`src/common/pipe_pkg.sv`:
```
package pipe_pkg;

    // Pipeline shape
    localparam int NUM_STAGES = 5;
    localparam int S_FETCH     = 0;
    localparam int S_DECODE    = 1;
    localparam int S_EXECUTE   = 2;
    localparam int S_MEMORY    = 3;
    localparam int S_WRITEBACK = 4;

    // Retirement log sizing
    localparam int LOG_DEPTH = 8;
    localparam int LOG_CNT_W = 4;
    localparam int LOG_PTR_W = $clog2(LOG_DEPTH);
    localparam int RETIRED_W = 16;

    typedef logic [7:0] tag_t;
    typedef logic [3:0] stall_cnt_t;
    typedef logic [7:0] latency_t;
    typedef logic [7:0] cycle_t;

    typedef logic [LOG_CNT_W-1:0] log_cnt_t;
    typedef logic [LOG_PTR_W-1:0] log_ptr_t;
    typedef logic [RETIRED_W-1:0] retired_cnt_t;

    // APB register map
    typedef logic [3:0]  apb_addr_t;
    typedef logic [31:0] apb_data_t;

    localparam apb_addr_t ADDR_STATUS  = 4'h0;
    localparam apb_addr_t ADDR_RECORD  = 4'h4;
    localparam apb_addr_t ADDR_RETIRED = 4'h8;

    localparam int STATUS_OVF_BIT = 8;

endpackage

```
`src/pipeline/stage_control.sv`:
```
`timescale 1ns/1ps

module stage_control (
    input  logic           clk,
    input  logic           rst,
    input  logic           stall,
    input  logic           issue_valid,
    input  pipe_pkg::tag_t issue_tag,
    output logic           issue_ready,
    output logic           fetch_load,
    output logic           hold_fetch,
    output logic           hold_decode,
    output logic           adv_decode,
    output logic           adv_execute,
    output logic           retire,
    output pipe_pkg::tag_t retire_tag
);

    logic [pipe_pkg::NUM_STAGES-1:0] valid;
    pipe_pkg::tag_t                  tag [pipe_pkg::NUM_STAGES];
    logic                            front_adv;

    // Only the front two stages see stall
    assign front_adv = !stall;

    assign issue_ready = (!valid[pipe_pkg::S_FETCH] || front_adv) && !stall;
    assign fetch_load  = issue_valid && issue_ready;

    assign hold_fetch  = stall && valid[pipe_pkg::S_FETCH];
    assign hold_decode = stall && valid[pipe_pkg::S_DECODE];

    // Load events for the stages fed from a stallable stage
    assign adv_decode  = front_adv && valid[pipe_pkg::S_FETCH];
    assign adv_execute = front_adv && valid[pipe_pkg::S_DECODE];

    // Writeback always drains, so a valid entry retires every cycle it is there
    assign retire     = valid[pipe_pkg::S_WRITEBACK];
    assign retire_tag = tag[pipe_pkg::S_WRITEBACK];

    always_ff @(posedge clk) begin
        if (rst) begin
            valid <= '0;
        end else begin
            if (front_adv) begin
                valid[pipe_pkg::S_FETCH]  <= fetch_load;
                valid[pipe_pkg::S_DECODE] <= valid[pipe_pkg::S_FETCH];
            end
            // Bubble enters execute while decode is frozen
            valid[pipe_pkg::S_EXECUTE] <= adv_execute;
            for (int s = pipe_pkg::S_MEMORY; s < pipe_pkg::NUM_STAGES; s++) begin
                valid[s] <= valid[s-1];
            end
        end
    end

    always_ff @(posedge clk) begin
        if (fetch_load) begin
            tag[pipe_pkg::S_FETCH] <= issue_tag;
        end
        if (adv_decode) begin
            tag[pipe_pkg::S_DECODE] <= tag[pipe_pkg::S_FETCH];
        end
        if (adv_execute) begin
            tag[pipe_pkg::S_EXECUTE] <= tag[pipe_pkg::S_DECODE];
        end
        for (int s = pipe_pkg::S_MEMORY; s < pipe_pkg::NUM_STAGES; s++) begin
            tag[s] <= tag[s-1];
        end
    end

endmodule

```
`src/pipeline/instr_tracker.sv`:
```
`timescale 1ns/1ps

module instr_tracker (
    input  logic                 clk,
    input  logic                 rst,
    input  logic                 fetch_load,
    input  logic                 hold_fetch,
    input  logic                 hold_decode,
    input  logic                 adv_decode,
    input  logic                 adv_execute,
    input  logic                 retire,
    input  pipe_pkg::tag_t       retire_tag,
    output logic                 rec_valid,
    output pipe_pkg::tag_t       rec_tag,
    output pipe_pkg::stall_cnt_t rec_stalls,
    output pipe_pkg::latency_t   rec_latency
);

    pipe_pkg::cycle_t     cycle_cnt;
    pipe_pkg::cycle_t     stamp  [pipe_pkg::NUM_STAGES];
    pipe_pkg::stall_cnt_t stalls [pipe_pkg::NUM_STAGES];
    pipe_pkg::cycle_t     age;

    function automatic pipe_pkg::stall_cnt_t sat_inc(input pipe_pkg::stall_cnt_t cnt);
        pipe_pkg::stall_cnt_t result;
        if (cnt == '1) begin
            result = cnt;
        end else begin
            result = cnt + 1'b1;
        end
        return result;
    endfunction

    // Free-running stamp that wraps
    always_ff @(posedge clk) begin
        if (rst) begin
            cycle_cnt <= '0;
        end else begin
            cycle_cnt <= cycle_cnt + 1'b1;
        end
    end

    // Fetch side record
    always_ff @(posedge clk) begin
        if (fetch_load) begin
            stamp[pipe_pkg::S_FETCH]  <= cycle_cnt;
            stalls[pipe_pkg::S_FETCH] <= '0;
        end else if (hold_fetch) begin
            stalls[pipe_pkg::S_FETCH] <= sat_inc(stalls[pipe_pkg::S_FETCH]);
        end
    end

    // Decode keeps counting on top of what fetch collected
    always_ff @(posedge clk) begin
        if (adv_decode) begin
            stamp[pipe_pkg::S_DECODE]  <= stamp[pipe_pkg::S_FETCH];
            stalls[pipe_pkg::S_DECODE] <= stalls[pipe_pkg::S_FETCH];
        end else if (hold_decode) begin
            stalls[pipe_pkg::S_DECODE] <= sat_inc(stalls[pipe_pkg::S_DECODE]);
        end
    end

    // Back stages never hold and the records just ride along
    always_ff @(posedge clk) begin
        if (adv_execute) begin
            stamp[pipe_pkg::S_EXECUTE]  <= stamp[pipe_pkg::S_DECODE];
            stalls[pipe_pkg::S_EXECUTE] <= stalls[pipe_pkg::S_DECODE];
        end
        for (int s = pipe_pkg::S_MEMORY; s < pipe_pkg::NUM_STAGES; s++) begin
            stamp[s]  <= stamp[s-1];
            stalls[s] <= stalls[s-1];
        end
    end

    // Modular difference of the two 8-bit stamps
    assign age = cycle_cnt - stamp[pipe_pkg::S_WRITEBACK];

    assign rec_valid   = retire;
    assign rec_tag     = retire_tag;
    assign rec_stalls  = stalls[pipe_pkg::S_WRITEBACK];
    assign rec_latency = pipe_pkg::latency_t'(age);

endmodule

```
`src/verilog/retire_log.sv`:
```
`timescale 1ns/1ps

module retire_log (
    input  logic                 clk,
    input  logic                 rst,
    input  logic                 rec_valid,
    input  pipe_pkg::tag_t       rec_tag,
    input  pipe_pkg::stall_cnt_t rec_stalls,
    input  pipe_pkg::latency_t   rec_latency,
    input  logic                 psel,
    input  logic                 penable,
    input  logic                 pwrite,
    input  pipe_pkg::apb_addr_t  paddr,
    input  pipe_pkg::apb_data_t  pwdata,
    output pipe_pkg::apb_data_t  prdata,
    output logic                 pready,
    output logic                 pslverr
);

    pipe_pkg::tag_t         mem_tag    [pipe_pkg::LOG_DEPTH];
    pipe_pkg::stall_cnt_t   mem_stalls [pipe_pkg::LOG_DEPTH];
    pipe_pkg::latency_t     mem_lat    [pipe_pkg::LOG_DEPTH];
    pipe_pkg::log_ptr_t     wr_ptr;
    pipe_pkg::log_ptr_t     rd_ptr;
    pipe_pkg::log_cnt_t     count;
    pipe_pkg::retired_cnt_t retired;
    logic                   overflow;
    logic                   access;
    logic                   rd_access;
    logic                   wr_access;
    logic                   full;
    logic                   empty;
    logic                   push;
    logic                   pop;
    logic                   ovf_clear;
    pipe_pkg::apb_data_t    record_word;
    pipe_pkg::apb_data_t    status_word;

    assign access    = psel && penable;
    assign rd_access = access && !pwrite;
    assign wr_access = access && pwrite;

    assign full  = (count == pipe_pkg::log_cnt_t'(pipe_pkg::LOG_DEPTH));
    assign empty = (count == '0);
    // A full FIFO drops the record and the pipeline never waits
    assign push  = rec_valid && !full;
    assign pop   = rd_access && (paddr == pipe_pkg::ADDR_RECORD) && !empty;

    assign ovf_clear = wr_access && (paddr == pipe_pkg::ADDR_STATUS)
                       && pwdata[pipe_pkg::STATUS_OVF_BIT];

    always_ff @(posedge clk) begin
        if (push) begin
            mem_tag[wr_ptr]    <= rec_tag;
            mem_stalls[wr_ptr] <= rec_stalls;
            mem_lat[wr_ptr]    <= rec_latency;
        end
    end

    always_ff @(posedge clk) begin
        if (rst) begin
            wr_ptr   <= '0;
            rd_ptr   <= '0;
            count    <= '0;
            overflow <= 1'b0;
            retired  <= '0;
        end else begin
            if (push) begin
                wr_ptr <= wr_ptr + 1'b1;
            end
            if (pop) begin
                rd_ptr <= rd_ptr + 1'b1;
            end
            if (push && !pop) begin
                count <= count + 1'b1;
            end else if (pop && !push) begin
                count <= count - 1'b1;
            end
            // A new drop wins over a clear in the same cycle
            if (rec_valid && full) begin
                overflow <= 1'b1;
            end else if (ovf_clear) begin
                overflow <= 1'b0;
            end
            if (rec_valid) begin
                retired <= retired + 1'b1;
            end
        end
    end

    // Tag in 7:0 with stalls in 11:8 and latency in 23:16
    assign record_word = empty ? '0 :
        {8'h00, mem_lat[rd_ptr], 4'h0, mem_stalls[rd_ptr], mem_tag[rd_ptr]};
    assign status_word = pipe_pkg::apb_data_t'(count)
                         | (pipe_pkg::apb_data_t'(overflow) << pipe_pkg::STATUS_OVF_BIT);

    always_comb begin
        prdata = '0;
        if (rd_access) begin
            case (paddr)
                pipe_pkg::ADDR_STATUS:  prdata = status_word;
                pipe_pkg::ADDR_RECORD:  prdata = record_word;
                pipe_pkg::ADDR_RETIRED: prdata = pipe_pkg::apb_data_t'(retired);
                default:                prdata = '0;
            endcase
        end
    end

    // No wait states
    assign pready  = 1'b1;
    assign pslverr = access && !(paddr inside {pipe_pkg::ADDR_STATUS, pipe_pkg::ADDR_RECORD,
                                               pipe_pkg::ADDR_RETIRED});

endmodule

```
`src/verilog/pipe_top.sv`:
```
`timescale 1ns/1ps

module pipe_top (
    input  logic                clk,
    input  logic                rst,
    input  logic                stall,
    input  logic                issue_valid,
    input  pipe_pkg::tag_t      issue_tag,
    output logic                issue_ready,
    input  logic                psel,
    input  logic                penable,
    input  logic                pwrite,
    input  pipe_pkg::apb_addr_t paddr,
    input  pipe_pkg::apb_data_t pwdata,
    output pipe_pkg::apb_data_t prdata,
    output logic                pready,
    output logic                pslverr
);

    logic                   fetch_load;
    logic                   hold_fetch;
    logic                   hold_decode;
    logic                   adv_decode;
    logic                   adv_execute;
    logic                   retire;
    pipe_pkg::tag_t         retire_tag;

    logic                   rec_valid;
    pipe_pkg::tag_t         rec_tag;
    pipe_pkg::stall_cnt_t   rec_stalls;
    pipe_pkg::latency_t     rec_latency;

    stage_control u_stage_control (
        .clk         (clk),
        .rst         (rst),
        .stall       (stall),
        .issue_valid (issue_valid),
        .issue_tag   (issue_tag),
        .issue_ready (issue_ready),
        .fetch_load  (fetch_load),
        .hold_fetch  (hold_fetch),
        .hold_decode (hold_decode),
        .adv_decode  (adv_decode),
        .adv_execute (adv_execute),
        .retire      (retire),
        .retire_tag  (retire_tag)
    );

    instr_tracker u_instr_tracker (
        .clk         (clk),
        .rst         (rst),
        .fetch_load  (fetch_load),
        .hold_fetch  (hold_fetch),
        .hold_decode (hold_decode),
        .adv_decode  (adv_decode),
        .adv_execute (adv_execute),
        .retire      (retire),
        .retire_tag  (retire_tag),
        .rec_valid   (rec_valid),
        .rec_tag     (rec_tag),
        .rec_stalls  (rec_stalls),
        .rec_latency (rec_latency)
    );

    retire_log u_retire_log (
        .clk         (clk),
        .rst         (rst),
        .rec_valid   (rec_valid),
        .rec_tag     (rec_tag),
        .rec_stalls  (rec_stalls),
        .rec_latency (rec_latency),
        .psel        (psel),
        .penable     (penable),
        .pwrite      (pwrite),
        .paddr       (paddr),
        .pwdata      (pwdata),
        .prdata      (prdata),
        .pready      (pready),
        .pslverr     (pslverr)
    );

endmodule

```
`config.mk`:
```
export PLATFORM = sky130hd
export DESIGN_NAME = pipe_top
export DESIGN_NICKNAME = d
export VERILOG_FILES = /design/src/common/pipe_pkg.sv /design/src/pipeline/stage_control.sv /design/src/pipeline/instr_tracker.sv /design/src/verilog/retire_log.sv /design/src/verilog/pipe_top.sv
export SDC_FILE = /design/constraint.sdc
export NUM_CORES = 1
export LEC_CHECK = 0
export BUFFER_PORTS_ARGS = -buffer_cell sky130_fd_sc_hd__buf_4
export CORE_MARGIN = 5
export CORE_UTILIZATION = 35
export DETAILED_ROUTE_END_ITERATION = 10
export GPL_ROUTABILITY_DRIVEN = 0
export SYNTH_ARGS = -nofsm -noshare
export SYNTH_HDL_FRONTEND = slang
export SYNTH_SLANG_ARGS = --single-unit
```
`constraint.sdc`:
```
create_clock -name clk -period 7.29 [get_ports clk]
set_input_delay 0 -clock clk [delete_from_list [all_inputs] [get_ports clk]]
set_output_delay 0 -clock clk [all_outputs]
set_load 0.03 [all_outputs]
```
==> results of run 1 <==
[cells by family (layout without fill, tap and decap cells)]
logic type,Yosys count,after routing,share of synthesized area (%)
flops,303,303,73.61
other cells,2,9,0.06686
fa+ha+maj,18,18,2.139
compound gates,37,37,2.039
simple gates,144,144,6.283
xor+xnor,35,35,2.729
buf+inv,50,143,2.339
mux,71,71,10.79
[cell usage after synthesis, types with 2 or more instances]
master	number
xor2_1	16
a21oi_1	7
nand2b_1	3
o21ai_0	11
buf_2	4
o22ai_1	5
buf_4	16
fa_1	2
mux4_2	40
nor3_1	8
nand4_1	6
nor2_1	59
clkbuf_1	8
edfxtp_1	220
nand3_1	9
and2_1	4
mux2i_1	30
xnor2_1	19
and3_1	5
inv_1	19
clkbuf_2	2
nor2b_1	11
nand2_1	26
conb_1	2
ha_1	16
o21ai_1	4
dfxtp_1	83
or3_1	3
and3_2	2
[layer usage]
metal / track usage, % / vias to the layer above / share of wire (%)
met1: 14.17 / 2668 / 43
met4: 2.747 / 0 / 2.0
met3: 1.604 / 30 / 4.8
li1: - / 2599 / -
met2: 19.15 / 117 / 50
met5: 0 / - / 0
[sequential cells by signal, indices dropped and copies added (netlist names), named ones only]
signal                     count
u_stage_control.tag           40
u_instr_tracker.stamp         40
u_retire_log.count             4
u_instr_tracker.stalls        20
u_retire_log.overflow          1
u_retire_log.mem_lat          64
u_instr_tracker.cycle_cnt      8
u_retire_log.rd_ptr            3
u_retire_log.retired          16
u_retire_log.mem_tag          64
u_retire_log.wr_ptr            3
u_retire_log.mem_stalls       32
u_stage_control.valid          5
[stage by stage]
stage	instance area [µm²]	utilization (%)	power [mW]	worst slack (ns)	cells
after floorplan	11260	-	1.937	4.528	667
after global placement	12020	37.98	1.955	4.761	1091
after global routing	13190	41.68	3.587	4.304	1162
after CTS	13190	41.68	3.513	4.402	1162
after detailed placement	12020	37.98	1.957	4.763	1091
final	13190	41.68	3.472	4.554	1162
[critical path, stage by stage (launching register included)]
cell and delay [ns]:
dfxtp_2 0.31, buf_4 0.63, mux4_2 0.59, mux2i_1 0.34
o21ai_1 0.13, buf_4 0.18
[cell usage in the layout, fill, tap and decap left out, types with 3 or more instances in the layout]
master	n
conb_1	9
clkinv_1	3
bufinv_16	4
nand2b_1	3
buf_4	53
xor2_1	16
dfxtp_1	82
or3_1	3
clkbuf_16	31
clkinv_4	3
clkbuf_1	5
mux4_2	40
a21oi_1	7
mux2i_1	30
o21ai_1	4
nand2_1	26
inv_1	19
nor2_1	53
dlygate4sd3_1	16
o22ai_1	5
and3_1	5
ha_1	16
xnor2_1	19
nand4_1	6
nand3_1	9
nor3_1	6
edfxtp_1	220
o21ai_0	11
and2_1	4
clkinv_2	6
nor2_4	5
nor2b_1	10
[final timing paths]
check                                         endpoint  slack (ns)  cells after the start
setup / recovery                             prdata[7]        4.55                      5
hold / removal      u_retire_log.count[0]$_SDFFE_PP0P_        0.14                      5
setup reg to reg    u_retire_log.count[3]$_SDFFE_PP0P_        4.74                     10
hold reg to reg   u_instr_tracker.stamp[0][38]$_DFF_P_        0.32                      0
[where the power goes]
part / switching, mW / total, mW / internal (mW)
sequential: 0.00789 / 1.86 / 1.86
combinational: 0.0384 / 0.0617 / 0.0233
clock: 0.618 / 1.55 / 0.928
[final cells by class]
cell class                 count  area (µm²)
multi-input combinational    314        2775
fill                        2796       18450
timing repair buffer          69       558.0
sequential                   303        8269
tap                          402       503.0
clock buffer                  37       808.3
inverter                      19       71.32
clock inverter                18       202.7
[repair_timing]
| item | in CTS | in global routing |
|---|---|---|
| endpoints found under the setup margin | 0 | 0 |
| endpoints found under the hold margin | 75 | 0 |
| hold buffers | 16 | 0 |
==> impl_summary.md, run 1 <==
Outcome
The run finished with clean final reports.

Detailed routing
The detailed router finished its first iteration with between 150 and 200 violations. The final route contains between 5,000 and 6,000 vias. The number of vias per cell is roughly 4.7. The first detailed-routing pass took 5 iterations. The wire length per cell after detailed routing is approximately 17 µm. The detail route stage leaves a number of antenna-violating nets equal to 0.

The final wirelength is 19,410 µm. In the routed design, unresolved DRC markers number 0.

Yosys
The Yosys step of the flow raised 0 warnings. The most used flip-flop cell after synthesis is edfxtp_1. Of the synthesized area, sequential elements account for 73.61%.

In this run the cell area of the synthesized design comes to between 10,000 and 15,000 µm². The number of synthesized register bits is a little over 300. Ranked by total cell area, the synthesized netlist is headed by edfxtp_1 (59%), dfxtp_1 (15%), mux4_2 (8.0%).

Counting distinct cell types in the post-synthesis netlist gives 49. The synthesized design contains 220 enable-type register cells. The instance count of the mapped netlist is 660.

The proportion of synthesized flip-flops having asynchronous set or reset is 0%. The synthesized area per cell is ~17 µm². The largest total area in the synthesized netlist belongs to edfxtp_1. The fraction of synthesized cell area taken by the top area cell type is 58.82%.

Timing
At the pin with the least slew margin, the transition time is just under 1 ns. The maximum operating frequency is approximately 370 MHz. The clock period minus final worst setup slack is between 2 and 3 ns. On the final layout, the worst hold slack is between 0.1 and 0.15 ns. The worst pin sits at a relative slew slack of a little over a third.

Setup violations remaining at the end of the flow were counted as 0. Summed over all failing endpoints, the final setup total negative slack is 0 ns. Setup repair after global routing left no endpoint under its margin. The final critical path takes up between 30% and 40% of the cycle. The total count of max-transition violations in the final report came to 0. For the final database, setup skew stands at around 0.018 ns. The number of hold violations in the final report is 0.

Clocking
In this run the deepest clock path goes through 3 buffers. Once the clock tree was built, the setup fixing pass inserted 0 buffers. The clock buffer count from CTS is 30. The post-CTS clock slew at the launch and capture registers of the worst setup and hold paths is 0.06 ns. For the worst-skew pair, the clock arrives at the later sink with an insertion delay of roughly 0.54 ns. The clock tree from TritonCTS is built. The tree is rooted in a clkbuf_16. CTS built an H-tree with a depth of 1. Once the clock tree was built, the resizer swapped 0 gates to a different size. For this design, the sink count on the clock tree is about 300.

Power
The peak ir drop on the vdd network is roughly 0.2 mV. Power spread over the standard cell area amounts to 263.2 nW/µm². The analysis attributes to cell leakage a power of 4.482 nW.

Floorplanning
The initial core utilization is 35.50%. The width of the chip is roughly 190 µm. The core footprint is approximately 32,000 µm². The die area is 35,770 µm². The die is roughly 190 µm tall. The initialized floorplan defines between 60 and 70 standard-cell rows. The I/O pin total is 86.

Setup path
The nature of the critical path startpoint is a register. STA classifies the critical path endpoint as an output pin. At the worst endpoint, the required time is roughly 7.3 ns. For the worst setup path, the data arrival time is approximately 2.7 ns. The path type of the worst setup path is reg -> out. In this run the critical register-to-register path is launched from u_retire_log.count[0]$_SDFFE_PP0P_.

The largest fanout of any net on the critical path is 40.

Global route
The wire length of the first global-routing pass is 30,970 µm. The via count of the first global-routing pass was 5,543. For this run, the total global-route usage over all layers was measured as between 10% and 20%. The number of antenna violations at the first check in global routing is 0. The total global routing overflow is 0.

Entering global routing, the biggest net connects 42 pins.

Final layout
0 antenna diodes ended up in the layout. From synthesis to final layout, the design area changed by 17.41%. In the final layout, the share of cells above drive strength 1 is a little over a fifth. The final layout net count is between 800 and 900.

Hold path
In this run the most critical hold path is launched from paddr[2]. The path class of the tightest hold or removal check is in -> reg.

Placed design
The number of buffers inserted by port buffering is 45. After legalization and detailed placement, the total HPWL measured about 12,000 µm.

Job
Across the run, the number of max-cap violations was 0.
Power figures use the tool's default switching activity.
==> run 2, diff against run 1 <==
==> constraint.sdc (replaced) <==
create_clock -name clk -period 2.3 [get_ports clk]
set_input_delay 0 -clock clk [delete_from_list [all_inputs] [get_ports clk]]
set_output_delay 0 -clock clk [all_outputs]
set_load 0.03 [all_outputs]
==> impl_summary.md, run 2 (synthesized netlist as in run 1, its figures left out) <==
Floorplanning
The die boundary height is 189.1 µm (unchanged). The number of cell rows is 65 (unchanged). The initial core utilization is 35.50% (unchanged).

The width of the chip was 189.1 µm (unchanged). The die area came to 35,770 µm² (unchanged). The I/O pin total is 86 (unchanged).

The core footprint is 31,640 µm² (unchanged).

Timing
The tightest slew margin relative to the limit is 56.79% (+21 points). The number of failing setup endpoints in the final timing report is 1 (+1). The total count of max-transition violations in the final report is 0 (unchanged). The clock period minus final worst setup slack is ~2.3 ns.

Based on the critical path, the design can be clocked at up to between 400 and 500 MHz. The worst clock skew on the final layout is 0.01883 ns (+0.001080 ns). The worst-case hold slack is 0.08050 ns (-0.05523 ns).

The transition at the pin with the smallest max-transition slack is 0.6435 ns (-0.3192 ns). Setup repair after global routing could not meet its margin everywhere. The number of hold violations in the final report came to 0 (unchanged).

The sum of negative setup slack was -0.002460 ns (-0.002460 ns). The smallest setup slack after layout is -0.002460 ns (-4.557 ns). The final critical path takes up 100.1% of the cycle.

Setup path
The path type of the worst setup path is reg -> reg. The signal on the critical path passes through or4_4, nand4_1, ha_4, inv_4, ha_4, a21o_1, a21oi_2, xnor2_1, or3_1, a21oi_1. The most frequent cell on the critical path is ha_4. The standard cell with the maximum stage delay on the critical path is or4_4. The total buffers and inverters traversed by the critical path is 1 (-1).

STA classifies the critical path endpoint as a register. The required time at the worst-slack endpoint is 2.76 ns (-4.53 ns). The largest fanout of any net on the critical path was 3 (-93%). The family with the most delay on the worst path is simple AND/OR/NAND/NOR gates. The largest stage delay on the critical path came to 0.50 ns (-0.13 ns). The nature of the critical path startpoint is a register. The arrival time of the worst setup path is 2.77 ns (+0.03 ns).

Final layout
The fraction of final layout cells sized beyond drive strength 1 is 25.61% (+4.7 points). The area growth from synthesis to layout is 20.93%. The library cells used most frequently in the layout, excluding fill and tap cells, are edfxtp_1 (220), dfxtp_1 (79), buf_4 (70). The largest registers in the layout are u_retire_log.mem_lat (64), u_retire_log.mem_tag (64). The non-filler instance count after layout is 1,187 (+2.2%). The diode insertion count for antenna repair came to 0 (unchanged).

The commonest non-fill, non-tap cell in the layout is edfxtp_1. The area of all placed cells without fillers is 13,580 µm² (+3.0%). The final design utilization came to 42.93% (+1.2 points). The filler cell count in the final layout is 2,742 (-1.9%).

The final layout net count is 830 (+3.0%).

Outcome
The flow ran to the end, but the final reports show violations. The checks that failed: negative setup slack.

Clocking
TritonCTS built the clock tree. The later-pin clock latency in the skew report is 0.54 ns (about the same). The cell sitting at the root of the clock tree is a clkbuf_16. The post-CTS clock slew at the launch and capture registers of the worst setup and hold paths is 0.06 ns (about the same). The maximum buffer depth of the clock tree came to 3 (unchanged). The H-tree depth is 1 (unchanged). The clock buffer count from CTS is 30 (unchanged). The sink count of the clock tree is 303 (unchanged).

Detailed routing
The first-pass detailed-route iteration total is 5 (unchanged). The number of vias per cell came to 4.610 (-1.1%). The number of routed nets with antenna violations came to 0 (unchanged). The wire length per cell after detailed routing came to 16.87 µm (+1.0%).

The detailed-route DRC error count came to 0 (unchanged). The initial DRC count is 360 (+100%). The final wirelength is 20,030 µm (+3.2%). The number of vias after detailed routing is 5,472 (+1.1%).

Placed design
The post-placement cell count is 1,113 (+2.0%). The post-placement cell area is 12,270 µm² (+2.1%). The number of buffers inserted by port buffering is 45 (unchanged). The total half-perimeter wirelength after legalization and detailed placement is 12,180 µm (+5.6%).

Power
The net load switching power is 2.103 mW (+220%). The fraction of power spent switching nets is 18.98% (-0.14 points). The share of power burned in registers was 53.3% (-0.4 points). The clock network power share is 44.8% (+0.3 points).

The combinational share of power was 1.9% (about the same). The power per cell area is 816.0 nW/µm² (+210%). The total leakage power is 4.661 nW (+4.0%). The internal portion of total power is 8.980 mW (+220%).

The peak ir drop on the vdd network is 0.5028 mV (+160%).

Job
The number of max-cap violations came to 0 (unchanged).

Global route
The wire length of the first global-routing pass came to 31,970 µm (+3.2%). The pin count of the biggest net entering global routing is 42 (unchanged). The via count of the first global-routing pass is 5,722 (+3.2%). The total routing usage reported by global routing is 11.20% (+0.34 points). The total global routing overflow was 0 (unchanged).

The number of antenna violations at the first check in global routing is 0 (unchanged).

Hold path
In this run the worst hold path is classified as in -> reg.
-- run 2: final timing paths --
path                                              from                              endpoint  slack (ns)  cells past startpoint
setup reg to reg    u_retire_log.count[0]$_SDFFE_PP0P_    u_retire_log.count[3]$_SDFFE_PP0P_      -0.002                     10
setup / recovery    u_retire_log.count[0]$_SDFFE_PP0P_    u_retire_log.count[3]$_SDFFE_PP0P_      -0.002                     10
hold / removal                                paddr[2]    u_retire_log.count[2]$_SDFFE_PP0P_        0.08                      5
hold reg to reg   u_instr_tracker.stamp[0][27]$_DFF_P_  u_instr_tracker.stamp[0][35]$_DFF_P_        0.32                      0
-- run 2: timing repair --
item	in CTS	in global routing
hold buffers	16	0
resized for setup	12	10
endpoints found under the hold margin	66	0
pin swaps	1	1
buffers inserted	1	1
setup endpoints to repair	21	27
-- run 2: tightest hold or removal path: stages --
cell and delay (ns):
buf_4 0.12, nand4_1 0.14, ha_4 0.18, a21oi_1 0.07
nor2_1 0.07
-- run 2: power by group through the flow --
stage / Combinational (mW) / Clock (mW) / Sequential, mW
detailed placement: 0.193 / 0 / 6.02
floorplan: 0.126 / 0 / 6.01
CTS: 0.214 / 5.11 / 5.90
global placement: 0.190 / 0 / 6.02
global route: 0.237 / 5.34 / 5.90
finish: 0.212 / 4.97 / 5.90
-- run 2: cell type report --
| type | count | area (µm²) | share of cell area [%] |
|---|---|---|---|
| sequential | 303 | 8278 | 60.94 |
| inverter | 19 | 73.82 | 0.5435 |
| timing repair buffer | 93 | 820.8 | 6.043 |
| clock buffer | 44 | 887.1 | 6.531 |
| clock inverter | 12 | 148.9 | 1.096 |
| multi-input combinational | 314 | 2872 | 21.14 |
| tap | 402 | 503.0 | 3.703 |
-- run 2: through the flow --
step                power (mW)  worst slack [ns]
finish                   11.08         -0.002460
floorplan                6.140           -0.1683
global route             11.48          -0.07208
CTS                      11.22          -0.02553
global placement         6.209          -0.03666
detailed placement       6.215          -0.03291
-- run 2: per-layer routing --
layer	wire, µm	track usage, %	share of wire (%)	up-vias
met2	9630	18.43	48	88
met3	762	1.678	3.8	28
met1	9309	15.79	46	2701
met4	325	2.719	1.6	0
li1	-	-	-	2655
met5	0	0	0	-
==> run 3, diff against run 2 <==
--- a/config.mk
+++ b/config.mk
@@ -5,10 +5,10 @@
 export SDC_FILE = /design/constraint.sdc
 export NUM_CORES = 1
 export LEC_CHECK = 0
-export BUFFER_PORTS_ARGS = -buffer_cell sky130_fd_sc_hd__buf_4
 export CORE_MARGIN = 5
 export CORE_UTILIZATION = 35
 export DETAILED_ROUTE_END_ITERATION = 10
+export DONT_BUFFER_PORTS = 1
 export GPL_ROUTABILITY_DRIVEN = 0
 export SYNTH_ARGS = -nofsm -noshare
 export SYNTH_HDL_FRONTEND = slang
==> impl_summary.md, run 3 (synthesized netlist as in run 1, its figures left out) <==
Outcome
The flow ran to the end, but the final reports show violations. The checks that failed: negative setup slack.

Final layout
The diode insertion count for antenna repair is 0 (unchanged). The final design utilization is 43.32% (+0.39 points). The final layout net count is 829 (-0.12%). Compared with the post-synthesis result, the final layout area differs by 22.02%.

The commonest non-fill, non-tap cell in the layout is edfxtp_1. The non-filler instance count after layout is 1,186 (-0.084%). In the final layout, the registers with the most flip-flops are u_retire_log.mem_lat (64), u_retire_log.mem_tag (64). The register area is 8278 µm² (unchanged).

The area of the multi-input gates was 2880 µm² (+0.31%). The filler cell count in the final layout is 2,726 (-0.58%). The library cells used most frequently in the layout, excluding fill and tap cells, are edfxtp_1 (220), dfxtp_1 (79), nor2_1 (53). The fraction of final layout cells sized beyond drive strength 1 was 24.11% (-1.5 points).

Detailed routing
The final wirelength is 19,910 µm (-0.59%). The detailed-route DRC error count came to 0 (unchanged). The initial DRC count is 277 (-23%). The number of vias per cell came to 4.655 (+0.98%). The number of vias after detailed routing was 5,521 (+0.90%). The wire length per cell after detailed routing is 16.79 µm (-0.51%).

The first-pass detailed-route iteration total is 4 (-1). The number of routed nets with antenna violations is 0 (unchanged).

Timing
The final clock period utilization by the worst path is 102.3% (+2.2 points). The sum of negative setup slack is -0.05301 ns (-0.05055 ns). The worst-case hold slack was 0.07183 ns (-0.008671 ns). The tightest slew margin relative to the limit came to 55.35% (-1.4 points). The maximum operating frequency is 425.0 MHz (-2.1%). The clock period minus final worst setup slack is 2.353 ns (+0.05055 ns). The total count of max-transition violations in the final report is 0 (unchanged). The number of hold violations in the final report is 0 (unchanged). The number of failing setup endpoints in the final timing report is 1 (unchanged).

Setup repair after global routing could not meet its margin everywhere. The smallest setup slack after layout is -0.05301 ns (-0.05055 ns). The transition at the pin with the smallest max-transition slack is 0.6650 ns (+0.02142 ns). The worst clock skew on the final layout came to 0.01556 ns (-0.003266 ns).

Clocking
The maximum buffer depth of the clock tree came to 3 (unchanged). The H-tree depth is 1 (unchanged). The clock tree from TritonCTS is built. The later-pin clock latency in the skew report is 0.55 ns (about the same). The post-CTS clock slew at the launch and capture registers of the worst setup and hold paths came to 0.06 ns (about the same). The sink count of the clock tree is 303 (unchanged). The clock buffer count from CTS is 30 (unchanged). The root buffer cell chosen for the clock tree is clkbuf_16.

Setup path
The arrival time of the worst setup path is 2.83 ns (+0.06 ns). In this run the critical register-to-register path is launched from u_retire_log.count[0]$_SDFFE_PP0P_. The count of cells along the worst register-to-register path is 10 (unchanged). The end of the worst register-to-register path is u_retire_log.count[3]$_SDFFE_PP0P_. The required time at the worst-slack endpoint is 2.77 ns (about the same). STA classifies the critical path endpoint as a register.

The slack of the worst reg-to-reg path came to -0.05 ns (-0.05 ns). The path type of the worst setup path is reg -> reg. The largest fanout of any net on the critical path is 3 (unchanged).

STA classifies the critical path startpoint as a register.

Power
The total leakage power is 4.711 nW (+1.1%). The post-layout total power was 11.10 mW (+0.15%). The peak ir drop on the vdd network is 0.6662 mV (+32%). The power per cell area is 809.9 nW/µm² (-0.75%).

Floorplanning
The core footprint is 31,640 µm² (unchanged). The initial core utilization is 35.50% (unchanged). The die boundary height is 189.1 µm (unchanged). The I/O pin total is 86 (unchanged).

The width of the chip is 189.1 µm (unchanged). The number of cell rows was 65 (unchanged). The die area is 35,770 µm² (unchanged).

Hold path
The launch point of the worst hold path is issue_tag[4]. The worst hold path terminates at u_stage_control.tag[0][4]$_DFFE_PP_. In this run the worst hold path is classified as in -> reg.

The count of cells along the worst hold path is 1 (-4).

Global route
The via count of the first global-routing pass is 5,655 (-1.2%). The pin count of the biggest net entering global routing is 33 (-21%). The wire length of the first global-routing pass is 31,810 µm (-0.52%).

The number of antenna violations at the first check in global routing is 0 (unchanged). The total routing usage reported by global routing came to 11.22% (+0.019 points). The total global routing overflow is 0 (unchanged).

Placed design
The post-placement cell count was 1,092 (-1.9%). The number of buffers inserted by port buffering is 0 (-100%). The total half-perimeter wirelength after legalization and detailed placement is 11,970 µm (-1.7%).

Job
The number of max-cap violations is 0 (unchanged).
## run 3: critical path, cell delays in order (launching register included)
cell and delay [ns]:
dfxtp_4 0.34, or4_4 0.51, nand4_1 0.18, ha_4 0.17
inv_4 0.04, ha_4 0.20, a21o_1 0.16, a21oi_2 0.13
xnor2_1 0.09, or3_1 0.36, a21oi_2 0.11
## run 3: per-stage QoR
stage / setup slack, ns / area (µm²)
2_1_floorplan: -0.1683 / 11310
3_3_place_gp: -0.01479 / 12130
3_5_place_dp: -0.03338 / 12130
4_1_cts: -0.03889 / 13660
5_1_grt: -0.1717 / 13710
6_report: -0.05301 / 13710
## run 3: repair_timing
item,in CTS,in global routing
endpoints found under the setup margin,16,35
endpoints found under the hold margin,83,0
buffers inserted,1,0
pin swaps,2,1
hold buffers,35,0
resized for setup,18,7
gates cloned,1,1
## run 3: layer usage
layer  vias up  global-route usage, %  part of all wire, %
met5         -                      0                    0
met3        30                  1.641                  3.8
met2        86                  19.17                   49
met1      2743                  15.04                   45
met4         0                  3.195                  1.8
li1       2662                      -                    -
## run 3: layout make-up
cell class / count / area share [%]
Clock buffer: 42 / 6.710
Sequential cell: 303 / 60.40
Tap cell: 402 / 3.670
Inverter: 19 / 0.5386
Clock inverter: 14 / 1.004
Timing Repair Buffer: 92 / 6.664
Multi-Input combinational cell: 314 / 21.02
## run 3: worst max path at each step
stage	startpoint	end	slack, ns
6_report	u_retire_log.count[0]$_SDFFE_PP0P_	u_retire_log.count[3]$_SDFFE_PP0P_	-0.05
5_1_grt	u_retire_log.count[2]$_SDFFE_PP0P_	u_retire_log.count[3]$_SDFFE_PP0P_	-0.17
2_1_floorplan	u_retire_log.count[0]$_SDFFE_PP0P_	u_retire_log.count[3]$_SDFFE_PP0P_	-0.17
3_5_place_dp	u_retire_log.count[0]$_SDFFE_PP0P_	u_retire_log.count[3]$_SDFFE_PP0P_	-0.03
4_1_cts	u_retire_log.count[2]$_SDFFE_PP0P_	u_retire_log.count[3]$_SDFFE_PP0P_	-0.04
3_3_place_gp	u_retire_log.count[0]$_SDFFE_PP0P_	u_retire_log.count[3]$_SDFFE_PP0P_	-0.01
## run 3: where the power goes
part           switching [mW]  total, mW  internal [mW]
Combinational           0.122      0.201         0.0781
Sequential             0.0208       5.90           5.88
Clock                    1.98       5.00           3.02
